==> src/hw/vseq_pkg.sv <==
package vseq_pkg;

  ////////////////////
  // Sizes
  ////////////////////

  // Instructions that can be in flight at once
  localparam int unsigned NrVInsn  = 8;
  // Architectural vector registers
  localparam int unsigned NrVRegs  = 32;
  // Functional units behind the sequencer
  localparam int unsigned NrUnits  = 5;
  // Occupancy counters are wide enough for the deepest queue
  localparam int unsigned CntWidth = 3;

  // Queue depth per unit, indexed by unit_e (ALU in the lowest slot)
  localparam logic [NrUnits-1:0][CntWidth-1:0] UnitQueueDepth = {
    3'd1,  // slide
    3'd2,  // store
    3'd2,  // load
    3'd4,  // multiplier
    3'd4   // ALU
  };

  ////////////////////
  // Types
  ////////////////////

  typedef logic [$clog2(NrVInsn)-1:0] vid_t;
  typedef logic [$clog2(NrVRegs)-1:0] vreg_t;
  // One bit per instruction ID, used for hazards and the running set
  typedef logic [NrVInsn-1:0]         vmask_t;
  typedef logic [NrUnits-1:0]         unit_vec_t;

  typedef enum logic [2:0] {
    VADD,
    VMUL,
    VLE,
    VSE,
    VSLIDEUP,
    VSLIDEDOWN
  } vseq_op_e;

  // Values double as the index into unit_vec_t and UnitQueueDepth
  typedef enum logic [2:0] {
    UNIT_ALU,
    UNIT_MUL,
    UNIT_LOAD,
    UNIT_STORE,
    UNIT_SLIDE
  } unit_e;

  // Instruction as it arrives from the dispatcher
  typedef struct packed {
    vseq_op_e op;
    vreg_t    vd;
    vreg_t    vs1;
    vreg_t    vs2;
    logic     use_vd;
    logic     use_vs1;
    logic     use_vs2;
  } insn_req_t;

  // Decoded instruction, the request plus its target unit
  typedef struct packed {
    insn_req_t insn;
    unit_e     unit;
  } dec_insn_t;

  // Request handed to a functional unit
  typedef struct packed {
    vid_t     id;
    vseq_op_e op;
    unit_e    unit;
    vreg_t    vd;
    vreg_t    vs1;
    vreg_t    vs2;
    vmask_t   hazard_vs1;
    vmask_t   hazard_vs2;
    vmask_t   hazard_vd;
  } issue_req_t;

  // Completion reported by a unit
  typedef struct packed {
    logic  valid;
    vid_t  vid;
    unit_e unit;
  } done_t;

endpackage

==> src/hw/vseq_decode.sv <==
`timescale 1ns/1ns

module vseq_decode (
  input  logic                  clk_i,
  input  logic                  rst_ni,
  // Dispatcher side
  input  vseq_pkg::insn_req_t   req_i,
  input  logic                  req_valid_i,
  output logic                  req_ready_o,
  // Issue stage side
  output vseq_pkg::dec_insn_t   dec_o,
  output logic                  dec_valid_o,
  input  logic                  dec_ready_i
);

  import vseq_pkg::*;

  // Pipeline register of the stage
  dec_insn_t dec_q;
  logic      dec_valid_q;

  // Every opcode runs on exactly one unit
  function automatic unit_e unit_of(vseq_op_e op);
    unit_e unit;
    unique case (op)
      VADD:                 unit = UNIT_ALU;
      VMUL:                 unit = UNIT_MUL;
      VLE:                  unit = UNIT_LOAD;
      VSE:                  unit = UNIT_STORE;
      VSLIDEUP, VSLIDEDOWN: unit = UNIT_SLIDE;
      default:              unit = UNIT_ALU;
    endcase
    return unit;
  endfunction

  // Accept when the register is empty or emptied in this cycle
  assign req_ready_o = !dec_valid_q || dec_ready_i;

  always_ff @(posedge clk_i or negedge rst_ni) begin
    if (!rst_ni) begin
      dec_valid_q <= 1'b0;
    end else if (req_valid_i && req_ready_o) begin
      dec_valid_q <= 1'b1;
    end else if (dec_ready_i) begin
      dec_valid_q <= 1'b0;
    end
  end

  // Payload only moves on a transfer
  always_ff @(posedge clk_i) begin
    if (req_valid_i && req_ready_o) begin
      dec_q <= '{insn: req_i, unit: unit_of(req_i.op)};
    end
  end

  assign dec_o       = dec_q;
  assign dec_valid_o = dec_valid_q;

  // A stalled decoded instruction must reach the issue stage unchanged
  a_dec_stable: assert property (@(posedge clk_i) disable iff (!rst_ni)
    dec_valid_o && !dec_ready_i |=> dec_valid_o && $stable(dec_o));

endmodule

==> src/hw/vseq_id_tracker.sv <==
`timescale 1ns/1ns

module vseq_id_tracker (
  input  logic              clk_i,
  input  logic              rst_ni,
  input  logic              issue_fire_i,
  output vseq_pkg::vid_t    issue_id_o,
  output logic              full_o,
  input  vseq_pkg::vmask_t  hazard_union_i,
  input  vseq_pkg::done_t   done_i,
  output vseq_pkg::vmask_t  running_o,
  output logic              idle_o
);

  import vseq_pkg::*;

  vmask_t running_d, running_q;
  // Row N lists the instructions that instruction N waits on
  vmask_t [NrVInsn-1:0] dep_d, dep_q;
  vmask_t done_mask;
  logic   dep_orphan;

  // Lowest clear bit of the running set, scanned from the top so the last hit wins
  always_comb begin
    issue_id_o = '0;
    for (int i = NrVInsn - 1; i >= 0; i--) begin
      if (!running_q[i]) issue_id_o = vid_t'(i);
    end
  end

  assign full_o    = &running_q;
  assign idle_o    = ~|running_q;
  assign running_o = running_q;

  always_comb begin
    done_mask = '0;
    if (done_i.valid) done_mask[done_i.vid] = 1'b1;
    running_d = running_q & ~done_mask;
    // A completion releases everyone that waited on it
    for (int i = 0; i < NrVInsn; i++) begin
      dep_d[i] = dep_q[i] & ~done_mask;
    end
    if (done_i.valid) dep_d[done_i.vid] = '0;
    // The new ID comes from the bitmap before the completion
    if (issue_fire_i) begin
      running_d[issue_id_o] = 1'b1;
      dep_d[issue_id_o]     = hazard_union_i & ~done_mask;
    end
  end

  always_ff @(posedge clk_i or negedge rst_ni) begin
    if (!rst_ni) begin
      running_q <= '0;
      dep_q     <= '0;
    end else begin
      running_q <= running_d;
      dep_q     <= dep_d;
    end
  end

  // Any dependency still pointing at an instruction that has left
  always_comb begin
    dep_orphan = 1'b0;
    for (int i = 0; i < NrVInsn; i++) begin
      dep_orphan |= |(dep_q[i] & ~running_q);
    end
  end

  // Units only retire instructions the sequencer handed out
  a_done_running: assert property (@(posedge clk_i) disable iff (!rst_ni)
    done_i.valid |-> running_q[done_i.vid]);

  // The scoreboard only reports hazards on live IDs, so the table stays clean
  a_dep_live: assert property (@(posedge clk_i) disable iff (!rst_ni) !dep_orphan);

endmodule

==> src/hw/vseq_issue.sv <==
`timescale 1ns/1ns

module vseq_issue (
  input  logic                  clk_i,
  input  logic                  rst_ni,
  // Decode stage side
  input  vseq_pkg::dec_insn_t   dec_i,
  input  logic                  dec_valid_i,
  output logic                  dec_ready_o,
  // Hazards and resources for the waiting instruction
  input  vseq_pkg::vmask_t      hazard_vs1_i,
  input  vseq_pkg::vmask_t      hazard_vs2_i,
  input  vseq_pkg::vmask_t      hazard_vd_i,
  input  vseq_pkg::vid_t        issue_id_i,
  input  logic                  full_i,
  input  vseq_pkg::unit_vec_t   unit_ready_i,
  // Tracker update
  output logic                  issue_fire_o,
  output vseq_pkg::vmask_t      hazard_union_o,
  // Functional unit side
  output vseq_pkg::issue_req_t  issue_o,
  output logic                  issue_valid_o,
  input  logic                  issue_ready_i
);

  import vseq_pkg::*;

  logic out_free;
  logic src_hazard, any_hazard, no_src;
  logic stall;

  // Output register is empty or leaves in this cycle
  assign out_free = !issue_valid_o || issue_ready_i;

  assign src_hazard     = |(hazard_vs1_i | hazard_vs2_i);
  assign hazard_union_o = hazard_vs1_i | hazard_vs2_i | hazard_vd_i;
  assign any_hazard     = |hazard_union_o;
  assign no_src         = !dec_i.insn.use_vs1 && !dec_i.insn.use_vs2;

  ////////////////////
  // Stall rules
  ////////////////////

  // Slides cannot chain on their inputs, slide-up not even on its destination
  // An instruction without sources has nothing to chain on, so it waits for all hazards
  assign stall = full_i
              || !unit_ready_i[dec_i.unit]
              || (dec_i.insn.op == VSLIDEUP && any_hazard)
              || (dec_i.insn.op == VSLIDEDOWN && src_hazard)
              || (no_src && any_hazard);

  assign dec_ready_o  = out_free && !stall;
  assign issue_fire_o = dec_valid_i && dec_ready_o;

  always_ff @(posedge clk_i or negedge rst_ni) begin
    if (!rst_ni) begin
      issue_valid_o <= 1'b0;
    end else if (issue_fire_o) begin
      issue_valid_o <= 1'b1;
    end else if (issue_ready_i) begin
      issue_valid_o <= 1'b0;
    end
  end

  // Request is captured with the hazards seen in the firing cycle
  always_ff @(posedge clk_i) begin
    if (issue_fire_o) begin
      issue_o <= '{
        id:         issue_id_i,
        op:         dec_i.insn.op,
        unit:       dec_i.unit,
        vd:         dec_i.insn.vd,
        vs1:        dec_i.insn.vs1,
        vs2:        dec_i.insn.vs2,
        hazard_vs1: hazard_vs1_i,
        hazard_vs2: hazard_vs2_i,
        hazard_vd:  hazard_vd_i
      };
    end
  end

  // Back-pressure from the unit must not disturb the pending request
  a_issue_stable: assert property (@(posedge clk_i) disable iff (!rst_ni)
    issue_valid_o && !issue_ready_i |=> issue_valid_o && $stable(issue_o));

endmodule

==> src/hw/vseq_scoreboard.sv <==
`timescale 1ns/1ns

module vseq_scoreboard (
  input  logic                clk_i,
  input  logic                rst_ni,
  // Instruction waiting in the issue stage
  input  vseq_pkg::dec_insn_t dec_i,
  input  logic                issue_fire_i,
  input  vseq_pkg::vid_t      issue_id_i,
  // Instructions still in flight
  input  vseq_pkg::vmask_t    running_i,
  output vseq_pkg::vmask_t    hazard_vs1_o,
  output vseq_pkg::vmask_t    hazard_vs2_o,
  output vseq_pkg::vmask_t    hazard_vd_o
);

  import vseq_pkg::*;

  // Last instruction that touched a register
  typedef struct packed {
    vid_t vid;
    logic valid;
  } vreg_access_t;

  vreg_access_t [NrVRegs-1:0] write_list_d, write_list_q;
  vreg_access_t [NrVRegs-1:0] read_list_d,  read_list_q;

  // Entries only count while their instruction is still running
  logic [NrVRegs-1:0] write_live, read_live;

  always_comb begin
    for (int r = 0; r < NrVRegs; r++) begin
      write_live[r] = write_list_q[r].valid && running_i[write_list_q[r].vid];
      read_live[r]  = read_list_q[r].valid && running_i[read_list_q[r].vid];
    end
  end

  ////////////////////
  // Hazards
  ////////////////////

  always_comb begin
    hazard_vs1_o = '0;
    hazard_vs2_o = '0;
    hazard_vd_o  = '0;
    // RAW on the sources
    if (dec_i.insn.use_vs1 && write_live[dec_i.insn.vs1]) begin
      hazard_vs1_o[write_list_q[dec_i.insn.vs1].vid] = 1'b1;
    end
    if (dec_i.insn.use_vs2 && write_live[dec_i.insn.vs2]) begin
      hazard_vs2_o[write_list_q[dec_i.insn.vs2].vid] = 1'b1;
    end
    if (dec_i.insn.use_vd) begin
      // WAR: the pending reader blocks every operand
      if (read_live[dec_i.insn.vd]) begin
        hazard_vs1_o[read_list_q[dec_i.insn.vd].vid] = 1'b1;
        hazard_vs2_o[read_list_q[dec_i.insn.vd].vid] = 1'b1;
        hazard_vd_o[read_list_q[dec_i.insn.vd].vid]  = 1'b1;
      end
      // WAW against the pending writer
      if (write_live[dec_i.insn.vd]) begin
        hazard_vd_o[write_list_q[dec_i.insn.vd].vid] = 1'b1;
      end
    end
  end

  ////////////////////
  // List update
  ////////////////////

  always_comb begin
    // Drop entries of retired instructions before an ID can be handed out again
    for (int r = 0; r < NrVRegs; r++) begin
      write_list_d[r] = '{vid: write_list_q[r].vid, valid: write_live[r]};
      read_list_d[r]  = '{vid: read_list_q[r].vid, valid: read_live[r]};
    end
    if (issue_fire_i) begin
      if (dec_i.insn.use_vd) write_list_d[dec_i.insn.vd] = '{vid: issue_id_i, valid: 1'b1};
      if (dec_i.insn.use_vs1) read_list_d[dec_i.insn.vs1] = '{vid: issue_id_i, valid: 1'b1};
      if (dec_i.insn.use_vs2) read_list_d[dec_i.insn.vs2] = '{vid: issue_id_i, valid: 1'b1};
    end
  end

  always_ff @(posedge clk_i or negedge rst_ni) begin
    if (!rst_ni) begin
      write_list_q <= '0;
      read_list_q  <= '0;
    end else begin
      write_list_q <= write_list_d;
      read_list_q  <= read_list_d;
    end
  end

endmodule

==> src/hw/vseq_top.sv <==
`timescale 1ns/1ns

module vseq_top (
  input  logic                  clk_i,
  input  logic                  rst_ni,
  input  vseq_pkg::insn_req_t   req_i,
  input  logic                  req_valid_i,
  output logic                  req_ready_o,
  output vseq_pkg::issue_req_t  issue_o,
  output logic                  issue_valid_o,
  input  logic                  issue_ready_i,
  input  vseq_pkg::done_t       done_i,
  output logic                  idle_o
);

  import vseq_pkg::*;

  // Decode to issue
  dec_insn_t dec;
  logic      dec_valid, dec_ready;

  // Issue stage to and from the trackers
  logic      issue_fire;
  vid_t      issue_id;
  logic      full;
  vmask_t    hazard_vs1, hazard_vs2, hazard_vd, hazard_union;
  vmask_t    running;
  unit_vec_t unit_ready;

  ////////////////////
  // Pipeline
  ////////////////////

  vseq_decode i_decode (
    .clk_i       (clk_i),
    .rst_ni      (rst_ni),
    .req_i       (req_i),
    .req_valid_i (req_valid_i),
    .req_ready_o (req_ready_o),
    .dec_o       (dec),
    .dec_valid_o (dec_valid),
    .dec_ready_i (dec_ready)
  );

  vseq_issue i_issue (
    .clk_i          (clk_i),
    .rst_ni         (rst_ni),
    .dec_i          (dec),
    .dec_valid_i    (dec_valid),
    .dec_ready_o    (dec_ready),
    .hazard_vs1_i   (hazard_vs1),
    .hazard_vs2_i   (hazard_vs2),
    .hazard_vd_i    (hazard_vd),
    .issue_id_i     (issue_id),
    .full_i         (full),
    .unit_ready_i   (unit_ready),
    .issue_fire_o   (issue_fire),
    .hazard_union_o (hazard_union),
    .issue_o        (issue_o),
    .issue_valid_o  (issue_valid_o),
    .issue_ready_i  (issue_ready_i)
  );

  ////////////////////
  // Trackers
  ////////////////////

  // Hazards look at the instruction waiting in the issue stage
  vseq_scoreboard i_scoreboard (
    .clk_i        (clk_i),
    .rst_ni       (rst_ni),
    .dec_i        (dec),
    .issue_fire_i (issue_fire),
    .issue_id_i   (issue_id),
    .running_i    (running),
    .hazard_vs1_o (hazard_vs1),
    .hazard_vs2_o (hazard_vs2),
    .hazard_vd_o  (hazard_vd)
  );

  vseq_id_tracker i_id_tracker (
    .clk_i          (clk_i),
    .rst_ni         (rst_ni),
    .issue_fire_i   (issue_fire),
    .issue_id_o     (issue_id),
    .full_o         (full),
    .hazard_union_i (hazard_union),
    .done_i         (done_i),
    .running_o      (running),
    .idle_o         (idle_o)
  );

  vseq_unit_credits i_unit_credits (
    .clk_i        (clk_i),
    .rst_ni       (rst_ni),
    .issue_fire_i (issue_fire),
    .issue_unit_i (dec.unit),
    .done_i       (done_i),
    .unit_ready_o (unit_ready)
  );

endmodule

==> src/hw/vseq_unit_credits.sv <==
`timescale 1ns/1ns

module vseq_unit_credits (
  input  logic                clk_i,
  input  logic                rst_ni,
  input  logic                issue_fire_i,
  input  vseq_pkg::unit_e     issue_unit_i,
  input  vseq_pkg::done_t     done_i,
  output vseq_pkg::unit_vec_t unit_ready_o
);

  import vseq_pkg::*;

  // Instructions sitting in each unit's queue
  logic [NrUnits-1:0][CntWidth-1:0] cnt_q;
  unit_vec_t                        cnt_up, cnt_down;

  for (genvar u = 0; u < NrUnits; u++) begin : gen_unit_cnt
    assign cnt_up[u]   = issue_fire_i && (issue_unit_i == unit_e'(u));
    assign cnt_down[u] = done_i.valid && (done_i.unit == unit_e'(u));

    // An issue and a completion in one cycle cancel out
    always_ff @(posedge clk_i or negedge rst_ni) begin
      if (!rst_ni) begin
        cnt_q[u] <= '0;
      end else if (cnt_up[u] && !cnt_down[u]) begin
        cnt_q[u] <= cnt_q[u] + 1'b1;
      end else if (cnt_down[u] && !cnt_up[u]) begin
        cnt_q[u] <= cnt_q[u] - 1'b1;
      end
    end

    // Room left in the queue
    assign unit_ready_o[u] = cnt_q[u] < UnitQueueDepth[u];

    // The issue stall keeps the count within depth and completions match issues
    a_cnt_range: assert property (@(posedge clk_i) disable iff (!rst_ni)
      cnt_q[u] <= UnitQueueDepth[u] && !(cnt_down[u] && !cnt_up[u] && cnt_q[u] == '0));
  end

endmodule

==> config.mk <==
export PLATFORM = sky130hd
export DESIGN_NAME = vseq_top
export DESIGN_NICKNAME = d
export VERILOG_FILES = /design/src/hw/vseq_pkg.sv /design/src/hw/vseq_decode.sv /design/src/hw/vseq_id_tracker.sv /design/src/hw/vseq_issue.sv /design/src/hw/vseq_scoreboard.sv /design/src/hw/vseq_top.sv /design/src/hw/vseq_unit_credits.sv
export SDC_FILE = /design/constraint.sdc
export NUM_CORES = 1
export LEC_CHECK = 0
export BUFFER_PORTS_ARGS = -buffer_cell sky130_fd_sc_hd__buf_2
export CORE_ASPECT_RATIO = 2
export CORE_MARGIN = 10
export CORE_UTILIZATION = 60
export DETAILED_ROUTE_END_ITERATION = 12
export PLACE_DENSITY = 0.78
export SYNTH_ARGS = -nofsm -noshare
export SYNTH_HDL_FRONTEND = slang
export SYNTH_SLANG_ARGS = --single-unit
==> constraint.sdc <==
create_clock -name clk_i -period 11.7 [get_ports clk_i]
set_input_delay 0.585 -clock clk_i [delete_from_list [all_inputs] [get_ports clk_i]]
set_output_delay 0.585 -clock clk_i [all_outputs]
set_load 0.01 [all_outputs]
; Word level (Yosys, flattened, before mapping)
; Index checks and enable logic that the tools add are counted.
[totals]
regBits = 353
in_bits = 32
out_inout_bits = 51
word_cells = 622
[classes]
add_sub_neg = 10
magnitude_cmp = 88
eq_ne = 15
mux = 208
n_bitwise = 8
n_reduce_logical = 140
[op_table]
columns = cell, n
row1 = 128-bit bitwise mux, 3
row2 = 128-bit two-way mux, 3
row3 = 125-bit two-way mux, 3
row4 = 3-bit by 4-bit less-than comparator with 1-bit output (second input constant), 71
row5 = 1-bit binary-select mux with 3-bit select, 65
row6 = 1-bit logical AND, 102
row7 = 8-bit two-way mux, 12
row8 = 4-bit binary-select mux with 5-bit select, 4
row9 = 1-bit two-way mux, 79
row10 = 4-bit demux with 5-bit select, 3
row11 = 3-bit two-way mux, 18
row12 = 8-bit bitwise OR, 6
row13 = 4-bit two-way mux, 7
row14 = 8-bit OR reduction, 3
row15 = 1-bit binary-select mux with 5-bit select, 4
row16 = 1-bit demux with 3-bit select, 6
row17 = 3-bit by 2-bit equality test with 1-bit output (second input constant), 6
row18 = 3-bit equality test (second input constant), 6
row19 = 3-bit by 1-bit >= comparator with 1-bit output (second input constant), 6
row20 = 5-bit by 6-bit less-than comparator with 1-bit output (second input constant), 3
row21 = 1-bit zero test, 17
row22 = 3-bit by 1-bit adder with 3-bit output (second input constant), 5
row23 = 5-bit by 1-bit >= comparator with 1-bit output (second input constant), 3
row24 = 3-bit by 1-bit subtractor with 3-bit output (second input constant), 5
row25 = 13 further kinds, 29

; Logic depth before layout (Yosys ltp)
; Gate-level depths: netlist of the first run.
[logic_depth]
ltp_word = 25
ltp_mapped = 21
depth_no_buf = 16

; Modules after synthesis
; A second synthesis of the first run with hierarchy kept.
[hier_totals]
cells_unflattened = 1918
area_unflattened_um2 = 23172.2
[by_module_without_submodules]
columns = mod, instances, cells_per_inst, area_each_um2, seq_area_each_um2
row1 = vseq_scoreboard, 1, 1676, 19301.0, 6406.1
row2 = vseq_issue, 1, 80, 1712.9, 1466.4
row3 = vseq_unit_credits, 1, 79, 883.3, 375.4
row4 = vseq_decode, 1, 31, 793.3, 745.7
row5 = vseq_id_tracker, 1, 52, 481.7, 200.2

; Worst setup path before layout of the first run
; OpenSTA, ideal clock, no wires.
[synth_path]
path_type = register -> register
from = register i_id_tracker.running_q[7], in the netlist i_id_tracker.running_o[7]
to = register i_decode.dec_q, in the netlist i_decode.dec_o[0], enable pin
setup_time_ns = 0.442
arrival_ns = 4.605
required_time_ns = 11.258
slack_ns = 6.653
stages_incl_launch_ff = 14
path_buffers = 4
period_less_slack_ns = 5.047
cell_sequence = dfrtp_1 -> clkbuf_1 -> mux4_2 -> mux2i_1 -> nor3_1 -> a2111oi_0 -> or2_2 -> o41ai_1 -> or2_1 -> buf_4 -> nand2b_1 -> buf_2 -> buf_2 -> a21boi_0
[synth_between]
elab_chain_cells = 21
elab_cells_between_ends = 231
classes_between = mux (146) / bitwise (5) / reduce/logical (80)
[synth_lines]
columns = item, line_no
row1 = start: declaration, vseq_id_tracker.sv:17  ; vmask_t running_d, running_q;
row2 = start signal: assignment, vseq_id_tracker.sv:56  ; running_q <= running_d;
row3 = 1-bit binary-select mux with 3-bit select, vseq_scoreboard.sv:33  ; write_live[r] = write_list_q[r].valid && running_i[write_list_q[r].vid];
row4 = 1-bit two-way mux (not written as such), vseq_scoreboard.sv:33
row5 = 1-bit logical AND, vseq_scoreboard.sv:33
row6 = 1-bit binary-select mux with 5-bit select (on tied branches), "vseq_scoreboard.sv:47, vseq_scoreboard.sv:50"
row7 = 1-bit two-way mux (on tied branches), "vseq_scoreboard.sv:47, vseq_scoreboard.sv:50"
row8 = 1-bit logical AND (on tied branches), "vseq_scoreboard.sv:47, vseq_scoreboard.sv:50"
row9 = 8-bit two-way mux (on tied branches), "vseq_scoreboard.sv:47, vseq_scoreboard.sv:50"
row10 = 8-bit bitwise OR (no source line), --
row11 = [5 not listed], --
row12 = 1-bit logical AND, vseq_issue.sv:48  ; || (dec_i.insn.op == VSLIDEUP && any_hazard)
row13 = 1-bit logical OR, vseq_issue.sv:48
row14 = 1-bit logical OR, vseq_issue.sv:49  ; || (dec_i.insn.op == VSLIDEDOWN && src_hazard)
row15 = 1-bit logical OR *, vseq_issue.sv:50  ; || (no_src && any_hazard);
row16 = 1-bit zero test *, vseq_issue.sv:52  ; assign dec_ready_o = out_free && !stall;
row17 = 1-bit logical AND *, vseq_issue.sv:52
row18 = 1-bit logical OR *, vseq_decode.sv:37  ; assign req_ready_o = !dec_valid_q || dec_ready_i;
row19 = 1-bit logical AND *, vseq_decode.sv:51  ; if (req_valid_i && req_ready_o) begin
row20 = end signal: assignment, vseq_decode.sv:52  ; dec_q <= '{insn: req_i, unit: unit_of(req_i.op)};
row21 = end: declaration, vseq_decode.sv:19  ; dec_insn_t dec_q;
; Every way passes the cells marked *; elsewhere a longest branch is shown, timed or not. The select of a mux whose other input is x is not followed.
; A chain may end at the register's enable or synchronous reset.

; Worst setup path in the final report of the first run
[layout_path]
from = register i_id_tracker.running_q[5], in the netlist i_id_tracker.running_o[5]
to = output port req_ready_o
[layout_between]
elab_chain_cells = 20
elab_cells_between_ends = 230
classes_between = mux (146) / bitwise (5) / reduce/logical (79)
[layout_lines]
columns = item, line_no
row1 = 1-bit binary-select mux with 3-bit select, vseq_scoreboard.sv:33
row2 = 1-bit two-way mux (not written as such), vseq_scoreboard.sv:33
row3 = 1-bit logical AND, vseq_scoreboard.sv:33
row4 = 1-bit binary-select mux with 5-bit select (on tied branches), "vseq_scoreboard.sv:47, vseq_scoreboard.sv:50"
row5 = 1-bit two-way mux (on tied branches), "vseq_scoreboard.sv:47, vseq_scoreboard.sv:50"
row6 = 1-bit logical AND (on tied branches), "vseq_scoreboard.sv:47, vseq_scoreboard.sv:50"
row7 = 8-bit two-way mux (on tied branches), "vseq_scoreboard.sv:47, vseq_scoreboard.sv:50"
row8 = 8-bit bitwise OR (no source line), --
row9 = [4 not listed], --
row10 = 8-bit OR reduction, vseq_issue.sv:37  ; assign any_hazard = |hazard_union_o;
row11 = 1-bit logical AND, vseq_issue.sv:48
row12 = 1-bit logical OR, vseq_issue.sv:48
row13 = 1-bit logical OR, vseq_issue.sv:49
row14 = 1-bit logical OR *, vseq_issue.sv:50
row15 = 1-bit zero test *, vseq_issue.sv:52
row16 = 1-bit logical AND *, vseq_issue.sv:52
row17 = 1-bit logical OR *, vseq_decode.sv:37
row18 = end: declaration, vseq_top.sv:8  ; output logic req_ready_o,
; Marked as above.

==> results of run 1 <==
-- final cells by class --
class	instances	share of cell area (%)
Clock inverter	19	0.9854
Multi-Input combinational cell	1440	52.71
Tap cell	520	2.588
Sequential cell	353	36.61
Clock buffer	43	3.643
Timing Repair Buffer	125	2.956
Inverter	34	0.5076
-- layout by cell type, fill, tap and decap left out, drive strengths merged, types with 6 or more instances in the layout --
master | synthesis | final
or2 | 28 | 28
nor3 | 61 | 61
dfrtp | 281 | 281
and3 | 6 | 6
clkbuf | 107 | 43
a22oi | 30 | 30
nand3 | 49 | 49
nor2 | 82 | 82
a31oi | 7 | 7
o31ai | 86 | 86
inv | 32 | 34
clkinv | 2 | 13
nor4 | 14 | 14
nand2 | 179 | 179
a32oi | 11 | 11
mux2 | 213 | 213
a21oi | 12 | 12
mux4 | 176 | 176
and2 | 10 | 10
a211oi | 9 | 9
mux2i | 77 | 77
nand2b | 36 | 36
nor2b | 30 | 30
a21o | 7 | 7
or4 | 6 | 6
ha | 7 | 7
buf | 81 | 125
o22ai | 51 | 51
edfxtp | 72 | 72
xor2 | 10 | 10
a2111oi | 10 | 10
nand3b | 8 | 8
or3 | 7 | 7
o41ai | 7 | 7
nand4 | 22 | 22
o211ai | 12 | 12
a22o | 16 | 16
nor3b | 6 | 6
o21ai | 64 | 64
-- cell families after synthesis --
group / count (synthesis) / share of synthesized area (%)
AOI/OAI and AO/OA: 391 / 12.21
xor gates and xnor gates: 15 / 0.5629
adders and majority gates: 11 / 0.7183
buffers and inverters: 222 / 3.999
DFF: 353 / 39.39
muxes: 466 / 30.56
and+or+nand+nor: 557 / 12.55
-- power by group through the flow --
stage               Combinational, mW  Sequential (mW)  Clock (mW)
CTS                              2.70             2.07        1.18
global placement                 2.63             2.06           0
finish                           2.77             2.08        1.18
floorplan                        1.92             1.90           0
detailed placement               2.68             2.09           0
global route                     2.88             2.12        1.23
-- stage by stage --
step	power (mW)	area, sq um	worst slack (ns)	std cells
2_1_floorplan	3.822	23340	6.653	2015
5_1_grt	6.222	25140	5.092	2534
3_3_place_gp	4.688	23980	5.645	2472
6_report	6.031	25140	5.020	2534
4_1_cts	5.947	25140	5.295	2534
3_5_place_dp	4.772	23980	5.591	2472
-- layer usage --
layer / track usage (%) / vias to the layer above / share of wire [%]
li1: - / 7792 / -
met1: 38.01 / 9670 / 31
met2: 62.31 / 1493 / 50
met3: 6.155 / 494 / 8.6
met4: 31.06 / 0 / 11
met5: 0 / - / 0
-- state kept, by name, summed over array words and instances (netlist names) --
name and cells:
i_unit_credits.cnt_q 15, i_scoreboard.read_list_q 128, i_decode.dec_valid_o 1, i_decode.dec_o 24, i_issue.issue_o 48, i_scoreboard.write_list_q 128, i_issue.issue_valid_o 1, i_id_tracker.running_o 8
-- worst reg2reg max path: stages, from the launching register on --
cell	delay, ns
dfrtp_2	0.75
buf_4	0.61
mux4_2	0.42
o21ai_1	0.06
nor3_1	0.85
o211ai_1	0.23
nor4_1	0.47
nand4_1	0.23
nor4_1	0.60
or2_4	0.71
nand2b_2	0.38
buf_4	0.71
o21ai_0	0.27
-- worst paths after layout --
| kind | to | cells after the start |
|---|---|---|
| setup / recovery | req_ready_o | 12 |
| hold / removal | i_scoreboard.write_list_q[97] | 1 |
| setup reg to reg | i_scoreboard.write_list_q[84] | 12 |
| hold reg to reg | i_issue.issue_o[33] | 0 |
| max in group asynchronous | i_id_tracker.running_o[6] | 3 |
| min in group clk_i | i_decode.dec_o[6] | 1 |
==> summary.md, run 1 <==
| Metric | Value |
|---|---|
| Status | `finished, violations left` |
| Initial antenna violation count | `1` |
| Vias in the first global route | `19.92k` |
| CP Data Required Time | `11.12 ns` |
| CP Data Arrival Time | `6.10 ns` |
| Core area | `38540 sq um` |
| Setup_tns | `0 ns` |
| Worst path most repeated cell | `nor4_1` |
| Final Cycle Share | `57.09%` |
| Count of input and output buffers | `82` |
| Clock latency on the worst-skew pair | `0.56 ns` |
| Internal power | `3.375 mW` |
| Die ar. | `47670 sq um` |
| Hold Slack | `0.05652 ns` |
| Syn Area/Cell | `11.58 sq um` |
| Main synth FF type | `dfrtp_1` |
| Failing checks | `capacitance limit, slew limit` |
| Final hold vios | `0` |
| DP Wirelength | `roughly 60 mm` |
| Synth area leaders | `dfrtp_1 (30%), mux4_2 (17%), edfxtp_1 (9.3%)` |
| Post-synth top area cell | `dfrtp_1` |
| Die Wd | `159.5 um` |
| Layout cells sized above 1 | `27.76%` |
| Ant. Diodes | `0` |
| Syn Inst Count | `2015` |
| RSZ-0062 raised after global routing | `no` |
| Ys Warns | `0` |
| GRT overflow | `0` |
| Slew Limit Fails | `18` |
| P_sw | `2.656 mW` |
| Register area | `9204 sq um` |
| Fillers | `2950` |
| Worst path cell trace | `buf_4 -> mux4_2 -> o21ai_1 -> nor3_1 -> o211ai_1 -> nor4_1 -> nand4_1 -> nor4_1 -> or2_4 -> nand2b_2 -> nand2_1 -> buf_2` |
| Clock Sinks | `between 300 and 400` |
| Largest net degree at the start of global routing | `89` |
| Slowest CP cell | `nor3_1` |
| Post-synth top cells | `dfrtp_1 (281), nand2_1 (179), mux4_2 (176)` |
| R2R setup slack | `about 5.2 ns` |
| CTS max path bufs | `3` |
| Register share of total power | `34.5%` |
| Asr flop ratio synth | `79.60%` |
| CP peak stage delay | `0.85 ns` |
| Fmax | `149.7 MHz` |
| CP Class | `reg -> out` |
| Post-layout min period | `~6.7 ns` |
| Avg WL per Cell | `34.77 um` |
| Synth top area share | `30.13%` |
| Final nets | `just over 2k` |
| Total track usage | `36.33%` |
| IO Pins | `83` |
| Worst path bufs/invs | `2` |
| Switching Share | `44.04%` |
| Clock-pin slew on the worst setup and hold paths | `0.08 ns` |
| HP Class | `in -> async` |
| DRC violations left | `0` |
| Area Growth Syn to Fin | `7.714%` |
| Post_cts resized | `0` |
| Vias | `between 15k and 20k` |
| Startpoint types | `flop` |
| Setup crit end kind | `primary output` |
| Comb pwr share | `46.0%` |
| Clk_skew | `about 0.027 ns` |
| Final GP Congestion | `1.059` |
| VDD IR-drop max | `0.0003677 V` |
| Site Rows | `102` |
| Pwr Density | `239.9 nW/um^2` |
| Starting density of the core | `60.56%` |
| Starting DRT DRC Count | `about 2.4k` |
| Final Setup Violations | `0` |
| Syn nets | `just over 2k` |
| Inserted Clock Buffers | `34` |
| Crit path from | `i_id_tracker.running_o[5]` |
| Root buf cell | `clkbuf_16` |
| Register area share after synthesis | `39.39%` |
| Max-Cap Viols | `2` |
| Die Ht | `298.9 um` |
| First-pass GRT wire length | `130.3 mm` |
| Post-CTS setup buffers | `0` |
| Hold_buf cts | `0` |
| CP delay by family, top | `simple AND/OR/NAND/NOR gates` |
| H-tree levels | `2` |
| Antenna-violating nets left | `0` |
| Worst slew pin tran | `1.568 ns` |
| Vias per inst | `around 7.7` |
| CTS tree | `built` |
| DRT Pass-1 Iters | `6` |
| Multi-input logic area | `13250 sq um` |
| Most common cell in the netlist | `dfrtp_1` |
| Maximum fanout along the worst path | `44` |
| Static leakage | `9.872 nW` |
| #FFs+latches synth | `353` |
| Core Util, Final | `65.23%` |
| Post-synthesis cell type count | `83` |
| Post-synth EDFFs | `72` |
| Total wire length | `88.12 mm` |
| Clock group share of total power | `19.5%` |
| Post-Synthesis Cell Area | `around 23000 sq um` |
| Headroom to the max-slew limit | `-4.925%` |
| Reg2reg start | `i_id_tracker.running_o[5]` |
Note: power is estimated with default switching activity, not from simulation.
==> inputs of run 2 (changes only) <==
--- a/config.mk
+++ b/config.mk
@@ -8,9 +8,9 @@
 export BUFFER_PORTS_ARGS = -buffer_cell sky130_fd_sc_hd__buf_2
 export CORE_ASPECT_RATIO = 2
 export CORE_MARGIN = 10
-export CORE_UTILIZATION = 60
+export CORE_UTILIZATION = 57
 export DETAILED_ROUTE_END_ITERATION = 12
-export PLACE_DENSITY = 0.78
+export PLACE_DENSITY = 0.77
 export SYNTH_ARGS = -nofsm -noshare
 export SYNTH_HDL_FRONTEND = slang
 export SYNTH_SLANG_ARGS = --single-unit
==> constraint.sdc (replaced) <==
create_clock -name clk_i -period 5.38 [get_ports clk_i]
set_input_delay 0.269 -clock clk_i [delete_from_list [all_inputs] [get_ports clk_i]]
set_output_delay 0.269 -clock clk_i [all_outputs]
set_load 0.01 [all_outputs]
==> summary.md, run 2 (synthesis gave the netlist of run 1 again) <==
| Metric | Value |
|---|---|
| Avg WL per Cell | `34.27 um (was 34.77 um)` |
| Leading cell type in the layout, fill and taps excluded | `dfrtp_1 (unchanged)` |
| Max-Cap Viols | `0 (was 2)` |
| GRT overflow | `0 (unchanged)` |
| Total track usage | `35.79% (was 36.33%)` |
| Static leakage | `10.18 nW (was 9.872 nW)` |
| Layout cells sized above 1 | `29.02% (was 27.76%)` |
| Worst slew pin tran | `1.375 ns (was 1.568 ns)` |
| First-pass GRT wire length | `133.1 mm (was 130.3 mm)` |
| Pwr Density | `512.1 nW/um^2 (was 239.9 nW/um^2)` |
| Worst path cell trace | `buf_4 -> buf_4 -> a2111oi_0 -> nor4_1 -> o21bai_1 -> a2bb2oi_1 -> nand4_1 -> o41ai_1 -> nor3_2 -> nand2_1 -> buf_4 -> nor4_1 -> ha_1 -> inv_1 -> fa_1 -> xor2_1 -> nor2_1 -> xor2_1 (was buf_4 -> mux4_2 -> o21ai_1 -> nor3_1 -> o211ai_1 -> nor4_1 -> nand4_1 -> nor4_1 -> or2_4 -> nand2b_2 -> nand2_1 -> buf_2)` |
| Fmax | `193.4 MHz` |
| CTS tree | `built (unchanged)` |
| Post-CTS setup buffers | `0 (unchanged)` |
| Initial antenna violation count | `2 (was 1)` |
| Setup crit end kind | `flop (was primary output)` |
| Inserted Clock Buffers | `34 (unchanged)` |
| Antenna-violating nets left | `0 (unchanged)` |
| Largest regs | `i_scoreboard.read_list_q: 128 flops, i_scoreboard.write_list_q: 128 flops, i_issue.issue_o: 48 flops (unchanged)` |
| Worst Hold Path EP | `i_id_tracker.running_o[1]` |
| IO Pins | `83 (unchanged)` |
| CP Data Arrival Time | `5.65 ns (was 6.10 ns)` |
| DRT Pass-1 Iters | `9 (was 6)` |
| R2R cell count | `18 (was 12)` |
| VDD IR-drop max | `0.0004038 V (was 0.0003677 V)` |
| Final Cycle Share | `96.09%` |
| Status | `complete, no violations (was finished, violations left)` |
| Die Ht | `306.2 um (was 298.9 um)` |
| Worst path most repeated cell | `buf_4 (was nor4_1)` |
| Slew Limit Fails | `0 (was 18)` |
| Site Rows | `104 (was 102)` |
| Maximum fanout along the worst path | `19 (was 44)` |
| Slowest CP cell | `a2111oi_0 (was nor3_1)` |
| Most frequent cells in the layout | `dfrtp_1 (273), nand2_1 (179), mux4_2 (176) (unchanged)` |
| Ant. Diodes | `0 (unchanged)` |
| Met1 GRT Util | `38.23% (was 38.01%)` |
| Starting DRT DRC Count | `2624 (was 2409)` |
| Final GP Congestion | `1.058 (was 1.059)` |
| Vias | `19.91k (was 19.45k)` |
| Hold Slack | `0.02395 ns (was 0.05652 ns)` |
| Clock Sinks | `353 (unchanged)` |
| Hold Path Origin | `done_i[5]` |
| Count of input and output buffers | `82 (unchanged)` |
| Core area | `40340 sq um (was 38540 sq um)` |
| Area Growth Syn to Fin | `10.31% (was 7.714%)` |
| Startpoint types | `flop (unchanged)` |
| R2R setup slack | `0.21 ns (was 5.23 ns)` |
| Die ar. | `49930 sq um (was 47670 sq um)` |
| Post-layout min period | `just over 5 ns` |
| Hold_buf cts | `23 (was 0)` |
| CP Data Required Time | `5.86 ns (was 11.12 ns)` |
| Die Wd | `163.1 um (was 159.5 um)` |
| RSZ-0062 raised after global routing | `no (unchanged)` |
| Clock latency on the worst-skew pair | `0.57 ns (was 0.56 ns)` |
| Starting density of the core | `57.86% (was 60.56%)` |
| Top Usage Layer GRT | `met2 (unchanged)` |
| Setup_tns | `0 ns (unchanged)` |
| Vias in the first global route | `20.47k (was 19.92k)` |
| Headroom to the max-slew limit | `7.166% (was -4.925%)` |
| Reg2reg end | `i_unit_credits.cnt_q[2] (was i_scoreboard.write_list_q[84])` |
| Worst Hold Depth | `3` |
| Fillers | `3166 (was 2950)` |
| Clk_skew | `0.01939 ns (was 0.02736 ns)` |
| CP peak stage delay | `0.70 ns (was 0.85 ns)` |
| Vias per inst | `7.626 (was 7.675)` |
| Final Setup Violations | `0 (unchanged)` |
| Final nets | `2098 (was 2031)` |
| Met3 Use GR | `8.336% (was 6.155%)` |
| DRC violations left | `0 (unchanged)` |
| HP Class | `in -> reg (was in -> async)` |
| Post_cts resized | `0 (unchanged)` |
| DP Wirelength | `61.86 mm (was 61.26 mm)` |
| GRT met2 Usage | `58.76% (was 62.31%)` |
| Root buf cell | `clkbuf_16 (unchanged)` |
| CTS max path bufs | `3 (unchanged)` |
| H-tree levels | `2 (unchanged)` |
| Clock-pin slew on the worst setup and hold paths | `0.07 ns (was 0.08 ns)` |
| Reg2reg start | `i_id_tracker.running_o[1] (was i_id_tracker.running_o[5])` |
| CP Class | `reg -> reg (was reg -> out)` |
| Total wire length | `89.48 mm (was 88.12 mm)` |
| Largest net degree at the start of global routing | `149 (was 89)` |
| Final hold vios | `0 (unchanged)` |
==> run 2: metal layers <==
metal / vias to the layer above / wire length (um)
li1: 7911 / -
met1: 9867 / 27570
met2: 1569 / 43600
met5: - / 24
met3: 561 / 8817
met4: 4 / 9478
==> run 2: critical path, delay by kind of cell (launching register included) <==
family / cells / cell delay, ns
AOI/OAI and AO/OA: 4 / 1.60
and+or+nand+nor: 6 / 1.14
buffers and inverters: 4 / 0.72
adders and majority gates: 2 / 0.66
DFF: 1 / 0.61
xor gates and xnor gates: 2 / 0.31
==> run 2: final cells by class <==
cell class / count / area, sq um / area share (%)
clock buffer: 44 / 918.4 / 3.567
clock inverter: 18 / 122.6 / 0.4763
inverter: 34 / 127.6 / 0.4957
multi-input combinational: 1440 / 13240 / 51.44
sequential: 353 / 9204 / 35.75
tap: 530 / 663.1 / 2.576
timing repair buffer: 192 / 1466 / 5.696
==> run 2: how the worst max path moves through the flow <==
stage / from / cells after the start / end
final: i_id_tracker.running_o[1] / 18 / i_unit_credits.cnt_q[2]
after global routing: i_id_tracker.running_o[0] / 17 / i_unit_credits.cnt_q[2]
after CTS: i_id_tracker.running_o[5] / 16 / i_unit_credits.cnt_q[1]
after detailed placement: i_id_tracker.running_o[1] / 16 / i_unit_credits.cnt_q[1]
after global placement: i_id_tracker.running_o[5] / 17 / i_unit_credits.cnt_q[1]
after floorplan: i_id_tracker.running_o[7] / 13 / i_decode.dec_o[0]
==> run 2: metrics by stage <==
step / power, mW / area [sq um] / instances / util, % / worst slack, ns
2_1_floorplan: 8.311 / 23340 / 2015 / - / 0.3331
3_3_place_gp: 10.39 / 24470 / 2526 / 60.67 / 0.5799
3_5_place_dp: 10.58 / 24470 / 2526 / 60.67 / 0.4772
4_1_cts: 12.92 / 25750 / 2611 / 63.82 / 0.4801
5_1_grt: 13.62 / 25750 / 2611 / 63.82 / 0.08767
6_report: 13.18 / 25750 / 2611 / 63.82 / 0.2104
==> run 2: report_power, final <==
part	switching, mW	internal (mW)	total [mW]	leakage (nW)
Combinational	3.52	2.62	6.14	5.18
Sequential	1.19	3.52	4.70	4.49
Clock	1.12	1.23	2.34	0.505
Total	5.83	7.36	13.2	10.2
